--- src/csr_pkg.sv ---
// *************************************************************************
// Register port definitions for the performance monitor. Describes the
// host request bundle, the write addresses, the read address split into
// counter index and half, and the two ways a write data word is decoded.
// *************************************************************************

package csr_pkg;

	localparam int CSR_ADDR_WIDTH = 6;
	localparam int CSR_DATA_WIDTH = 32;

	// Write addresses
	localparam logic [CSR_ADDR_WIDTH-1:0] CTRL_ADDR = 6'd0;
	localparam logic [CSR_ADDR_WIDTH-1:0] INTERVAL_ADDR = 6'd1;

	// Strobes are high for a single cycle
	typedef struct packed {
		logic                      write;
		logic                      read;
		logic [CSR_ADDR_WIDTH-1:0] addr;
		logic [CSR_DATA_WIDTH-1:0] wdata;
	} csr_req_t;

	// A read address picks a counter and then its low or high word
	typedef struct packed {
		logic [CSR_ADDR_WIDTH-2:0] index;
		logic                      high;
	} csr_rd_addr_t;

	typedef struct packed {
		logic [27:0] reserved;
		logic        snapshot;
		logic        clear;
		logic        stop;
		logic        start;
	} csr_ctrl_t;

	// Control fields at CTRL_ADDR, sample interval in cycles at INTERVAL_ADDR
	typedef union packed {
		csr_ctrl_t                 ctrl;
		logic [CSR_DATA_WIDTH-1:0] interval;
	} csr_wdata_u;

endpackage

--- src/perf_pkg.sv ---
// *************************************************************************
// Definitions for the core performance monitor. Holds the event bundle
// raised by the pipeline, caches and memory controller, the index of
// each counter in the bank and the default counter width. Modules that
// count or store events take this package by wildcard import.
// *************************************************************************

package perf_pkg;

	localparam int NUM_COUNTERS = 17;
	localparam int DEFAULT_COUNTER_WIDTH = 48;

	// Width of the per-strand wait masks
	localparam int STRAND_COUNT = 4;

	// Counter index width, large enough for NUM_COUNTERS
	localparam int COUNTER_INDEX_WIDTH = 5;

	// Events are sampled on every rising clock edge
	typedef struct packed {
		logic                    l2_hit;
		logic                    l2_miss;
		logic                    l1d_hit;
		logic                    l1d_miss;
		logic                    l1d_collided_load;
		logic                    l1i_hit;
		logic                    l1i_miss;
		logic                    l1i_collided_load;
		logic                    mispredicted_branch;
		logic                    store;
		logic                    instruction_issue;
		logic                    instruction_retire;
		logic                    dram_page_miss;
		logic                    dram_page_hit;
		logic [STRAND_COUNT-1:0] raw_wait;
		logic [STRAND_COUNT-1:0] dcache_wait;
		logic [STRAND_COUNT-1:0] icache_wait;
	} perf_events_t;

	// Counter slots in the same order as the event fields
	typedef enum logic [COUNTER_INDEX_WIDTH-1:0] {
		CNT_L2_HIT,
		CNT_L2_MISS,
		CNT_L1D_HIT,
		CNT_L1D_MISS,
		CNT_L1D_COLLIDED_LOAD,
		CNT_L1I_HIT,
		CNT_L1I_MISS,
		CNT_L1I_COLLIDED_LOAD,
		CNT_MISPREDICTED_BRANCH,
		CNT_STORE,
		CNT_INSTRUCTION_ISSUE,
		CNT_INSTRUCTION_RETIRE,
		CNT_DRAM_PAGE_MISS,
		CNT_DRAM_PAGE_HIT,
		CNT_RAW_WAIT,
		CNT_DCACHE_WAIT,
		CNT_ICACHE_WAIT
	} perf_counter_e;

endpackage

--- src/perf_control_fsm.sv ---
// *************************************************************************
// Control FSM of the performance monitor. Decodes host writes into run,
// clear and snapshot actions and the sampling interval. A snapshot holds
// the FSM in SNAPSHOT for one cycle, after which it returns to the run
// state it left. Timer expiry also requests a snapshot.
// *************************************************************************

`timescale 1ns/1ps

module perf_control_fsm import csr_pkg::*; (
	input  logic                      clk,
	input  logic                      reset,
	input  csr_req_t                  csr_req,
	input  logic                      expire,
	output logic                      count_enable,
	output logic                      clear_pulse,
	output logic                      snapshot_pulse,
	output logic                      sample_done,
	output logic                      timer_load,
	output logic [CSR_DATA_WIDTH-1:0] interval
);

	typedef enum logic [1:0] {STOPPED, RUNNING, SNAPSHOT} state_e;

	state_e     state;
	state_e     state_next;
	logic       resume_run;
	logic       snap_pend;
	logic       run_now;
	logic       run_next;
	logic       take_snap;
	logic       ctrl_wr;
	logic       interval_wr;
	csr_wdata_u wdata;

	assign wdata       = csr_req.wdata;
	assign ctrl_wr     = csr_req.write && (csr_req.addr == CTRL_ADDR);
	assign interval_wr = csr_req.write && (csr_req.addr == INTERVAL_ADDR);

	// SNAPSHOT remembers whether it interrupted RUNNING
	assign run_now = (state == SNAPSHOT) ? resume_run : (state == RUNNING);

	always_comb
	begin
		run_next = run_now;
		// Start and stop are ignored in a write that also clears
		if (ctrl_wr && !wdata.ctrl.clear)
		begin
			if (wdata.ctrl.stop)
				run_next = 1'b0;
			else if (wdata.ctrl.start)
				run_next = 1'b1;
		end

		take_snap = (snap_pend || expire) && (state != SNAPSHOT);
		if (take_snap)
			state_next = SNAPSHOT;
		else if (run_next)
			state_next = RUNNING;
		else
			state_next = STOPPED;
	end

	always_ff @(posedge clk, posedge reset)
	begin
		if (reset)
		begin
			state       <= STOPPED;
			resume_run  <= 1'b0;
			snap_pend   <= 1'b0;
			clear_pulse <= 1'b0;
			timer_load  <= 1'b0;
			interval    <= '0;
		end
		else
		begin
			state       <= state_next;
			resume_run  <= run_next;
			// Host requests wait one cycle here, timer requests only if SNAPSHOT is busy
			snap_pend   <= (ctrl_wr && wdata.ctrl.snapshot) || ((snap_pend || expire) && !take_snap);
			clear_pulse <= ctrl_wr && wdata.ctrl.clear;
			timer_load  <= interval_wr;
			if (interval_wr)
				interval <= wdata.interval;
		end
	end

	assign count_enable   = run_now;
	assign snapshot_pulse = (state == SNAPSHOT);
	assign sample_done    = snapshot_pulse;

	a_snapshot_single: assert property (@(posedge clk) disable iff (reset)
		snapshot_pulse |=> !snapshot_pulse);

endmodule

--- src/perf_event_counters.sv ---
// *************************************************************************
// Counter bank of the performance monitor. Keeps one count per event,
// adds one for each single-cycle event and the number of set bits for
// each strand mask. Counting runs while count_enable is high and a clear
// pulse zeroes the whole bank. Counts wrap at COUNTER_WIDTH bits.
// *************************************************************************

`timescale 1ns/1ps

module perf_event_counters import perf_pkg::*; #(
	parameter int unsigned COUNTER_WIDTH = DEFAULT_COUNTER_WIDTH
) (
	input  logic                     clk,
	input  logic                     reset,
	input  perf_events_t             events,
	input  logic                     count_enable,
	input  logic                     clear_pulse,
	output logic [COUNTER_WIDTH-1:0] counts [NUM_COUNTERS]
);

	// Amount each counter advances by this cycle
	logic [2:0] incr [NUM_COUNTERS];

	function automatic logic [2:0] strand_count(input logic [STRAND_COUNT-1:0] mask);
		logic [2:0] total;
		total = '0;
		for (int i = 0; i < STRAND_COUNT; i++)
			total = total + 3'(mask[i]);
		return total;
	endfunction

	always_comb
	begin
		incr[CNT_L2_HIT]              = {2'b00, events.l2_hit};
		incr[CNT_L2_MISS]             = {2'b00, events.l2_miss};
		incr[CNT_L1D_HIT]             = {2'b00, events.l1d_hit};
		incr[CNT_L1D_MISS]            = {2'b00, events.l1d_miss};
		incr[CNT_L1D_COLLIDED_LOAD]   = {2'b00, events.l1d_collided_load};
		incr[CNT_L1I_HIT]             = {2'b00, events.l1i_hit};
		incr[CNT_L1I_MISS]            = {2'b00, events.l1i_miss};
		incr[CNT_L1I_COLLIDED_LOAD]   = {2'b00, events.l1i_collided_load};
		incr[CNT_MISPREDICTED_BRANCH] = {2'b00, events.mispredicted_branch};
		incr[CNT_STORE]               = {2'b00, events.store};
		incr[CNT_INSTRUCTION_ISSUE]   = {2'b00, events.instruction_issue};
		incr[CNT_INSTRUCTION_RETIRE]  = {2'b00, events.instruction_retire};
		incr[CNT_DRAM_PAGE_MISS]      = {2'b00, events.dram_page_miss};
		incr[CNT_DRAM_PAGE_HIT]       = {2'b00, events.dram_page_hit};

		// Wait events count strand-cycles, so several strands may wait at once
		incr[CNT_RAW_WAIT]            = strand_count(events.raw_wait);
		incr[CNT_DCACHE_WAIT]         = strand_count(events.dcache_wait);
		incr[CNT_ICACHE_WAIT]         = strand_count(events.icache_wait);
	end

	// Clear wins over counting in the same cycle
	always_ff @(posedge clk, posedge reset)
	begin
		if (reset)
		begin
			for (int i = 0; i < NUM_COUNTERS; i++)
				counts[i] <= '0;
		end
		else if (clear_pulse)
		begin
			for (int i = 0; i < NUM_COUNTERS; i++)
				counts[i] <= '0;
		end
		else if (count_enable)
		begin
			for (int i = 0; i < NUM_COUNTERS; i++)
				counts[i] <= counts[i] + COUNTER_WIDTH'(incr[i]);
		end
	end

	// The control FSM keeps the run state unchanged in the cycle it clears
	a_clear_apart_from_start: assert property (@(posedge clk) disable iff (reset)
		$rose(clear_pulse) |-> !$rose(count_enable));

endmodule

--- src/perf_monitor.sv ---
// *************************************************************************
// Top level of the performance monitor. Events enter as one bundle and
// the host drives the register port. Counts are read back only from the
// snapshot, in 32-bit halves. COUNTER_WIDTH sets the width of the
// counter bank and of the snapshot store.
// *************************************************************************

`timescale 1ns/1ps

module perf_monitor import perf_pkg::*; import csr_pkg::*; #(
	parameter int unsigned COUNTER_WIDTH = DEFAULT_COUNTER_WIDTH
) (
	input  logic                      clk,
	input  logic                      reset,
	input  perf_events_t              events,
	input  csr_req_t                  csr_req,
	output logic [CSR_DATA_WIDTH-1:0] rdata,
	output logic                      rvalid,
	output logic                      sample_done
);

	logic                      count_enable;
	logic                      clear_pulse;
	logic                      snapshot_pulse;
	logic                      timer_load;
	logic [CSR_DATA_WIDTH-1:0] interval;
	logic                      expire;
	logic [COUNTER_WIDTH-1:0]  counts [NUM_COUNTERS];

	perf_control_fsm i_control_fsm (
		.clk           (clk),
		.reset         (reset),
		.csr_req       (csr_req),
		.expire        (expire),
		.count_enable  (count_enable),
		.clear_pulse   (clear_pulse),
		.snapshot_pulse(snapshot_pulse),
		.sample_done   (sample_done),
		.timer_load    (timer_load),
		.interval      (interval)
	);

	// The timer only advances while the bank is counting
	perf_sample_timer i_sample_timer (
		.clk     (clk),
		.reset   (reset),
		.run     (count_enable),
		.load    (timer_load),
		.interval(interval),
		.expire  (expire)
	);

	perf_event_counters #(
		.COUNTER_WIDTH(COUNTER_WIDTH)
	) i_event_counters (
		.clk         (clk),
		.reset       (reset),
		.events      (events),
		.count_enable(count_enable),
		.clear_pulse (clear_pulse),
		.counts      (counts)
	);

	perf_snapshot_regs #(
		.COUNTER_WIDTH(COUNTER_WIDTH)
	) i_snapshot_regs (
		.clk           (clk),
		.reset         (reset),
		.counts        (counts),
		.snapshot_pulse(snapshot_pulse),
		.read          (csr_req.read),
		.addr          (csr_req.addr),
		.rdata         (rdata),
		.rvalid        (rvalid)
	);

endmodule

--- src/perf_sample_timer.sv ---
// *************************************************************************
// Sampling interval timer. Loads a cycle count from the control FSM and
// counts it down while the monitor runs, raising expire for one cycle
// each time the interval has elapsed. An interval of zero stops it.
// *************************************************************************

`timescale 1ns/1ps

module perf_sample_timer (
	input  logic        clk,
	input  logic        reset,
	input  logic        run,
	input  logic        load,
	input  logic [31:0] interval,
	output logic        expire
);

	logic [31:0] interval_q;
	logic [31:0] remaining;

	always_ff @(posedge clk, posedge reset)
	begin
		if (reset)
		begin
			interval_q <= '0;
			remaining  <= '0;
			expire     <= 1'b0;
		end
		else
		begin
			expire <= 1'b0;
			if (load)
			begin
				interval_q <= interval;
				remaining  <= interval;
			end
			else if (run && interval_q != '0)
			begin
				// Reload on the last cycle so the period is exactly interval_q
				if (remaining <= 32'd1)
				begin
					expire    <= 1'b1;
					remaining <= interval_q;
				end
				else
					remaining <= remaining - 32'd1;
			end
		end
	end

	a_expire_only_running: assert property (@(posedge clk) disable iff (reset)
		$rose(expire) |-> $past(run));

endmodule

--- src/perf_snapshot_regs.sv ---
// *************************************************************************
// Snapshot store and read port of the performance monitor. Copies every
// counter when snapshot_pulse is high and returns the low or high word
// of one stored count one cycle after a read strobe. Indices past the
// last counter read as zero.
// *************************************************************************

`timescale 1ns/1ps

module perf_snapshot_regs import perf_pkg::*; import csr_pkg::*; #(
	parameter int unsigned COUNTER_WIDTH = DEFAULT_COUNTER_WIDTH
) (
	input  logic                      clk,
	input  logic                      reset,
	input  logic [COUNTER_WIDTH-1:0]  counts [NUM_COUNTERS],
	input  logic                      snapshot_pulse,
	input  logic                      read,
	input  logic [CSR_ADDR_WIDTH-1:0] addr,
	output logic [CSR_DATA_WIDTH-1:0] rdata,
	output logic                      rvalid
);

	localparam int WIDE = 2 * CSR_DATA_WIDTH;

	logic [COUNTER_WIDTH-1:0]  snapshot [NUM_COUNTERS];
	csr_rd_addr_t              rd_addr;
	logic [WIDE-1:0]           selected;
	logic [CSR_DATA_WIDTH-1:0] read_word;

	assign rd_addr = addr;

	always_ff @(posedge clk, posedge reset)
	begin
		if (reset)
		begin
			for (int i = 0; i < NUM_COUNTERS; i++)
				snapshot[i] <= '0;
		end
		else if (snapshot_pulse)
		begin
			for (int i = 0; i < NUM_COUNTERS; i++)
				snapshot[i] <= counts[i];
		end
	end

	// The count is zero-extended so the high word of a 48-bit count has 16 bits
	always_comb
	begin
		selected = '0;
		if (rd_addr.index < NUM_COUNTERS)
			selected = WIDE'(snapshot[rd_addr.index]);
		if (rd_addr.high)
			read_word = selected[WIDE-1 -: CSR_DATA_WIDTH];
		else
			read_word = selected[CSR_DATA_WIDTH-1:0];
	end

	always_ff @(posedge clk, posedge reset)
	begin
		if (reset)
			rvalid <= 1'b0;
		else
			rvalid <= read;
	end

	always_ff @(posedge clk)
	begin
		if (read)
			rdata <= read_word;
	end

	a_rvalid_after_read: assert property (@(posedge clk) disable iff (reset)
		rvalid == $past(read));

endmodule

--- config.mk ---
export PLATFORM = sky130hd
export DESIGN_NAME = perf_monitor
export DESIGN_NICKNAME = d
export VERILOG_FILES = /design/src/csr_pkg.sv /design/src/perf_pkg.sv /design/src/perf_control_fsm.sv /design/src/perf_event_counters.sv /design/src/perf_monitor.sv /design/src/perf_sample_timer.sv /design/src/perf_snapshot_regs.sv
export SDC_FILE = /design/constraint.sdc
export NUM_CORES = 2
export LEC_CHECK = 0
export ABC_CLOCK_PERIOD_IN_PS = 67200
export BUFFER_PORTS_ARGS = -buffer_cell sky130_fd_sc_hd__clkbuf_2
export CAP_MARGIN = 20
export CORE_MARGIN = 2
export CORE_UTILIZATION = 60
export DETAILED_ROUTE_END_ITERATION = 6
export PLACE_DENSITY_LB_ADDON = 0.1
export SLEW_MARGIN = 20
export SYNTH_ARGS = -nofsm -noshare
export SYNTH_HDL_FRONTEND = slang
export SYNTH_SLANG_ARGS = --single-unit
--- constraint.sdc ---
create_clock -name clk -period 67.2 [get_ports clk]
set_input_delay 10.08 -clock clk [delete_from_list [all_inputs] [get_ports clk]]
set_output_delay 10.08 -clock clk [all_outputs]
set_load 0.03 [all_outputs]
==> flow_summary.yaml <==
outcome:
  status: "complete, no violations"
yosys:
  yosys.area.top_type: "dfrtp_1"
  avgSynthCellArea_um2: 9.39
  synthCells: 8935
  netlist_top_cells_area: "dfrtp_1 52%, nand2_1 13%, mux4_2 5.0%, nor2_1 3.8%, xor2_1 3.7%"
  synth-edff-count: 32
  synthDominantCellAreaShare_pct: 51.8
  synth_area_mm2: 0.0839
  yosysWarnings: 0
  async_flop_share_pct: 98.2
  synth.distinct_cells: 82
  yosysSeqAreaShare_pct: 52.9
  ys_ff_latch: 1768
  synth_flop_cell: "dfrtp_1"
  synthesis.nets: 9054
die:
  die_w_um: 378
  ios: 102
  core-area_mm2: 0.139
  dieArea_mm2: 0.143
  fp.dieH_um: 378
  initial_core_util_pct: 60.3
  rows: 137
final_layout:
  fin_util_pct: 66.3
  final_area_mm2: 0.0923
  fin_cells: 10875
  final_cell_mix: "2794 x nand2_1, 1734 x dfrtp_1, 858 x nor2_1"
  final_common_cell: "nand2_1"
  final_nets: 8961
  syn_to_final_growth_pct: 10.1
  drive_gt1_share_pct: 8.47
clock_tree:
  cts.sinks: 1768
  ctsHoldBuffers: 0
  cts-root-buf: "clkbuf_16"
  insertion_delay_ps: 850
  cts_buffer_depth: 3
  path_clk_slew_ps: 60
  cts_buffers: 183
  post_cts_buffers: 0
  cts_max_level: 4
  cts_tree: "built"
  ctsResizeCount: 0
sta:
  setup_tns_ps: 0
  drv_slew: 0
  post-route-period-util_pct: 20.7
  finalCriticalPeriod_ps: 13910
  rsz0062_at_grt: "false"
  setup_ws_ps: 53290
  finalSetupViolCount: 0
  fmax_mhz: 71.9
  fin_skew_ps: 39.0
  hold_violations: 0
  tightest_slew_ps: 1130
  slew_headroom_pct: 24.5
setup_path:
  crit_type: "primary input to asynchronous set/reset pin"
  crit_arrival_ps: 14740
  crit_path_end_kind: "asynchronous set/reset pin"
  r2r_setup_slack_ps: 62520
  cp-start-kind: "primary input"
  critPathMaxFanout: 117
  cp.required_ps: 68030
placement:
  gp_congestion: 0.924
  preCtsSetupSlack_ps: 52190
  dp_hpwl_mm: 171
  place_area_mm2: 0.0858
  portBuffers: 101
  placedCellCount: 10530
drt:
  final_antenna_net_count: 0
  routed_wl_mm: 250
  routed_via_density: 6.07
  vias: 66058
  dr.pass1.iters: 6
  drtIter0Drc: 7787
  avgRoutedWirePerCell_um: 23.0
  drc_errors: 0
global_routing:
  antenna_found_initial: 16
  overflow: 0
  grt_pass1_vias: 62749
  grtUsageTotal_pct: 35.6
  grt_first_pass_wirelength_mm: 385
  grt_max_degree: 229
power:
  p_leak_uw: 0.0443
  worst_ir_drop_vdd_v: 0.0000237
  p_per_area_mw_per_mm2: 26.6
flow_run:
  max_cap_viol_count: 0
hold_path:
  min_path_type: "flop to flop"
## power by group
part	switching [uW]	internal [uW]
Clock	452	632
Sequential	47.6	1110
Combinational	139	72.3
Total	639	1820
## path summary, 6_finish.rpt
check / start / endpoint / depth (start not counted)
worst max-delay path: reset / i_event_counters.counts[30]$_DFFE_PP0P_ / 7
worst min-delay path: i_snapshot_regs.snapshot[800]$_DFFE_PP0P_ / i_snapshot_regs.snapshot[800]$_DFFE_PP0P_ / 2
worst max register to register: i_control_fsm.state[0]$_DFF_PP0_ / i_snapshot_regs.snapshot[711]$_DFFE_PP0P_ / 6
worst min register to register: i_snapshot_regs.snapshot[800]$_DFFE_PP0P_ / i_snapshot_regs.snapshot[800]$_DFFE_PP0P_ / 2
max in group clk: events[8] / i_event_counters.counts[132]$_DFFE_PP0P_ / 14
min in group asynchronous: reset / i_event_counters.counts[335]$_DFFE_PP0P_ / 2
## registers in the layout (all words and copies together) (netlist names)
signal / count
i_sample_timer.remaining: 32
i_snapshot_regs.rvalid: 1
i_snapshot_regs.snapshot: 816
i_control_fsm.timer_load: 1
i_control_fsm.clear_pulse: 1
i_control_fsm.resume_run: 1
i_snapshot_regs.rdata: 32
i_sample_timer.interval_q: 32
i_control_fsm.snap_pend: 1
i_event_counters.counts: 816
i_control_fsm.interval: 32
i_sample_timer.expire: 1
i_control_fsm.state: 2
## cells by family (layout without fill, tap and decap cells)
group / Yosys count / count (layout) / synth area share (%)
simple gates: 4939 / 4939 / 25.9
flops: 1768 / 1768 / 52.9
xor+xnor: 670 / 670 / 6.99
compound gates: 623 / 623 / 4.36
buf+inv: 594 / 656 / 2.75
mux: 290 / 290 / 6.29
fa+ha+maj: 51 / 51 / 0.814
other cells: 0 / 2 / 0
## per-stage QoR
step | hold WS, ps | total power [uW]
after global placement | 451 | 1380
after detailed placement | 455 | 1390
after floorplan | 438 | 1310
final | 467 | 2460
after CTS | 469 | 2470
after global routing | 485 | 2540
## Yosys cell counts (76+ instances only)
library cell	n
nor3_1	171
nor4_1	99
and4_1	84
mux2i_1	76
and3_1	126
dfrtp_1	1736
or3_1	140
mux4_2	187
nor2_1	858
a21oi_1	186
nand2_1	2795
xnor2_1	312
clkbuf_1	390
nand4_1	234
xor2_1	358
nand3_1	259
o21ai_0	254
inv_1	128
## worst max-delay path, cell delays in order
cell and delay (ps):
clkbuf_2 120, inv_8 480, buf_4 790, buf_4 720, buf_4 820, buf_4 680, buf_4 800
## final cells by class
class,count,area [um^2]
inverter,130,503
fill,11278,46900
clock inverter,77,1110
multi-input combinational,6573,37200
sequential,1768,44400
clock buffer,263,5350
antenna,2,5.00
tap,1876,2350
timing repair buffer,186,1360
## metal layers
| metal | wire length (um) | vias up | track usage [%] |
|---|---|---|---|
| li1 | - | 29754 | - |
| met1 | 104000 | 33051 | 51.2 |
| met2 | 109000 | 2705 | 52.1 |
| met3 | 24500 | 534 | 8.83 |
| met4 | 11400 | 14 | 14.2 |
| met5 | 94 | - | 0 |
No activity file was read; power rests on OpenSTA's default activity.
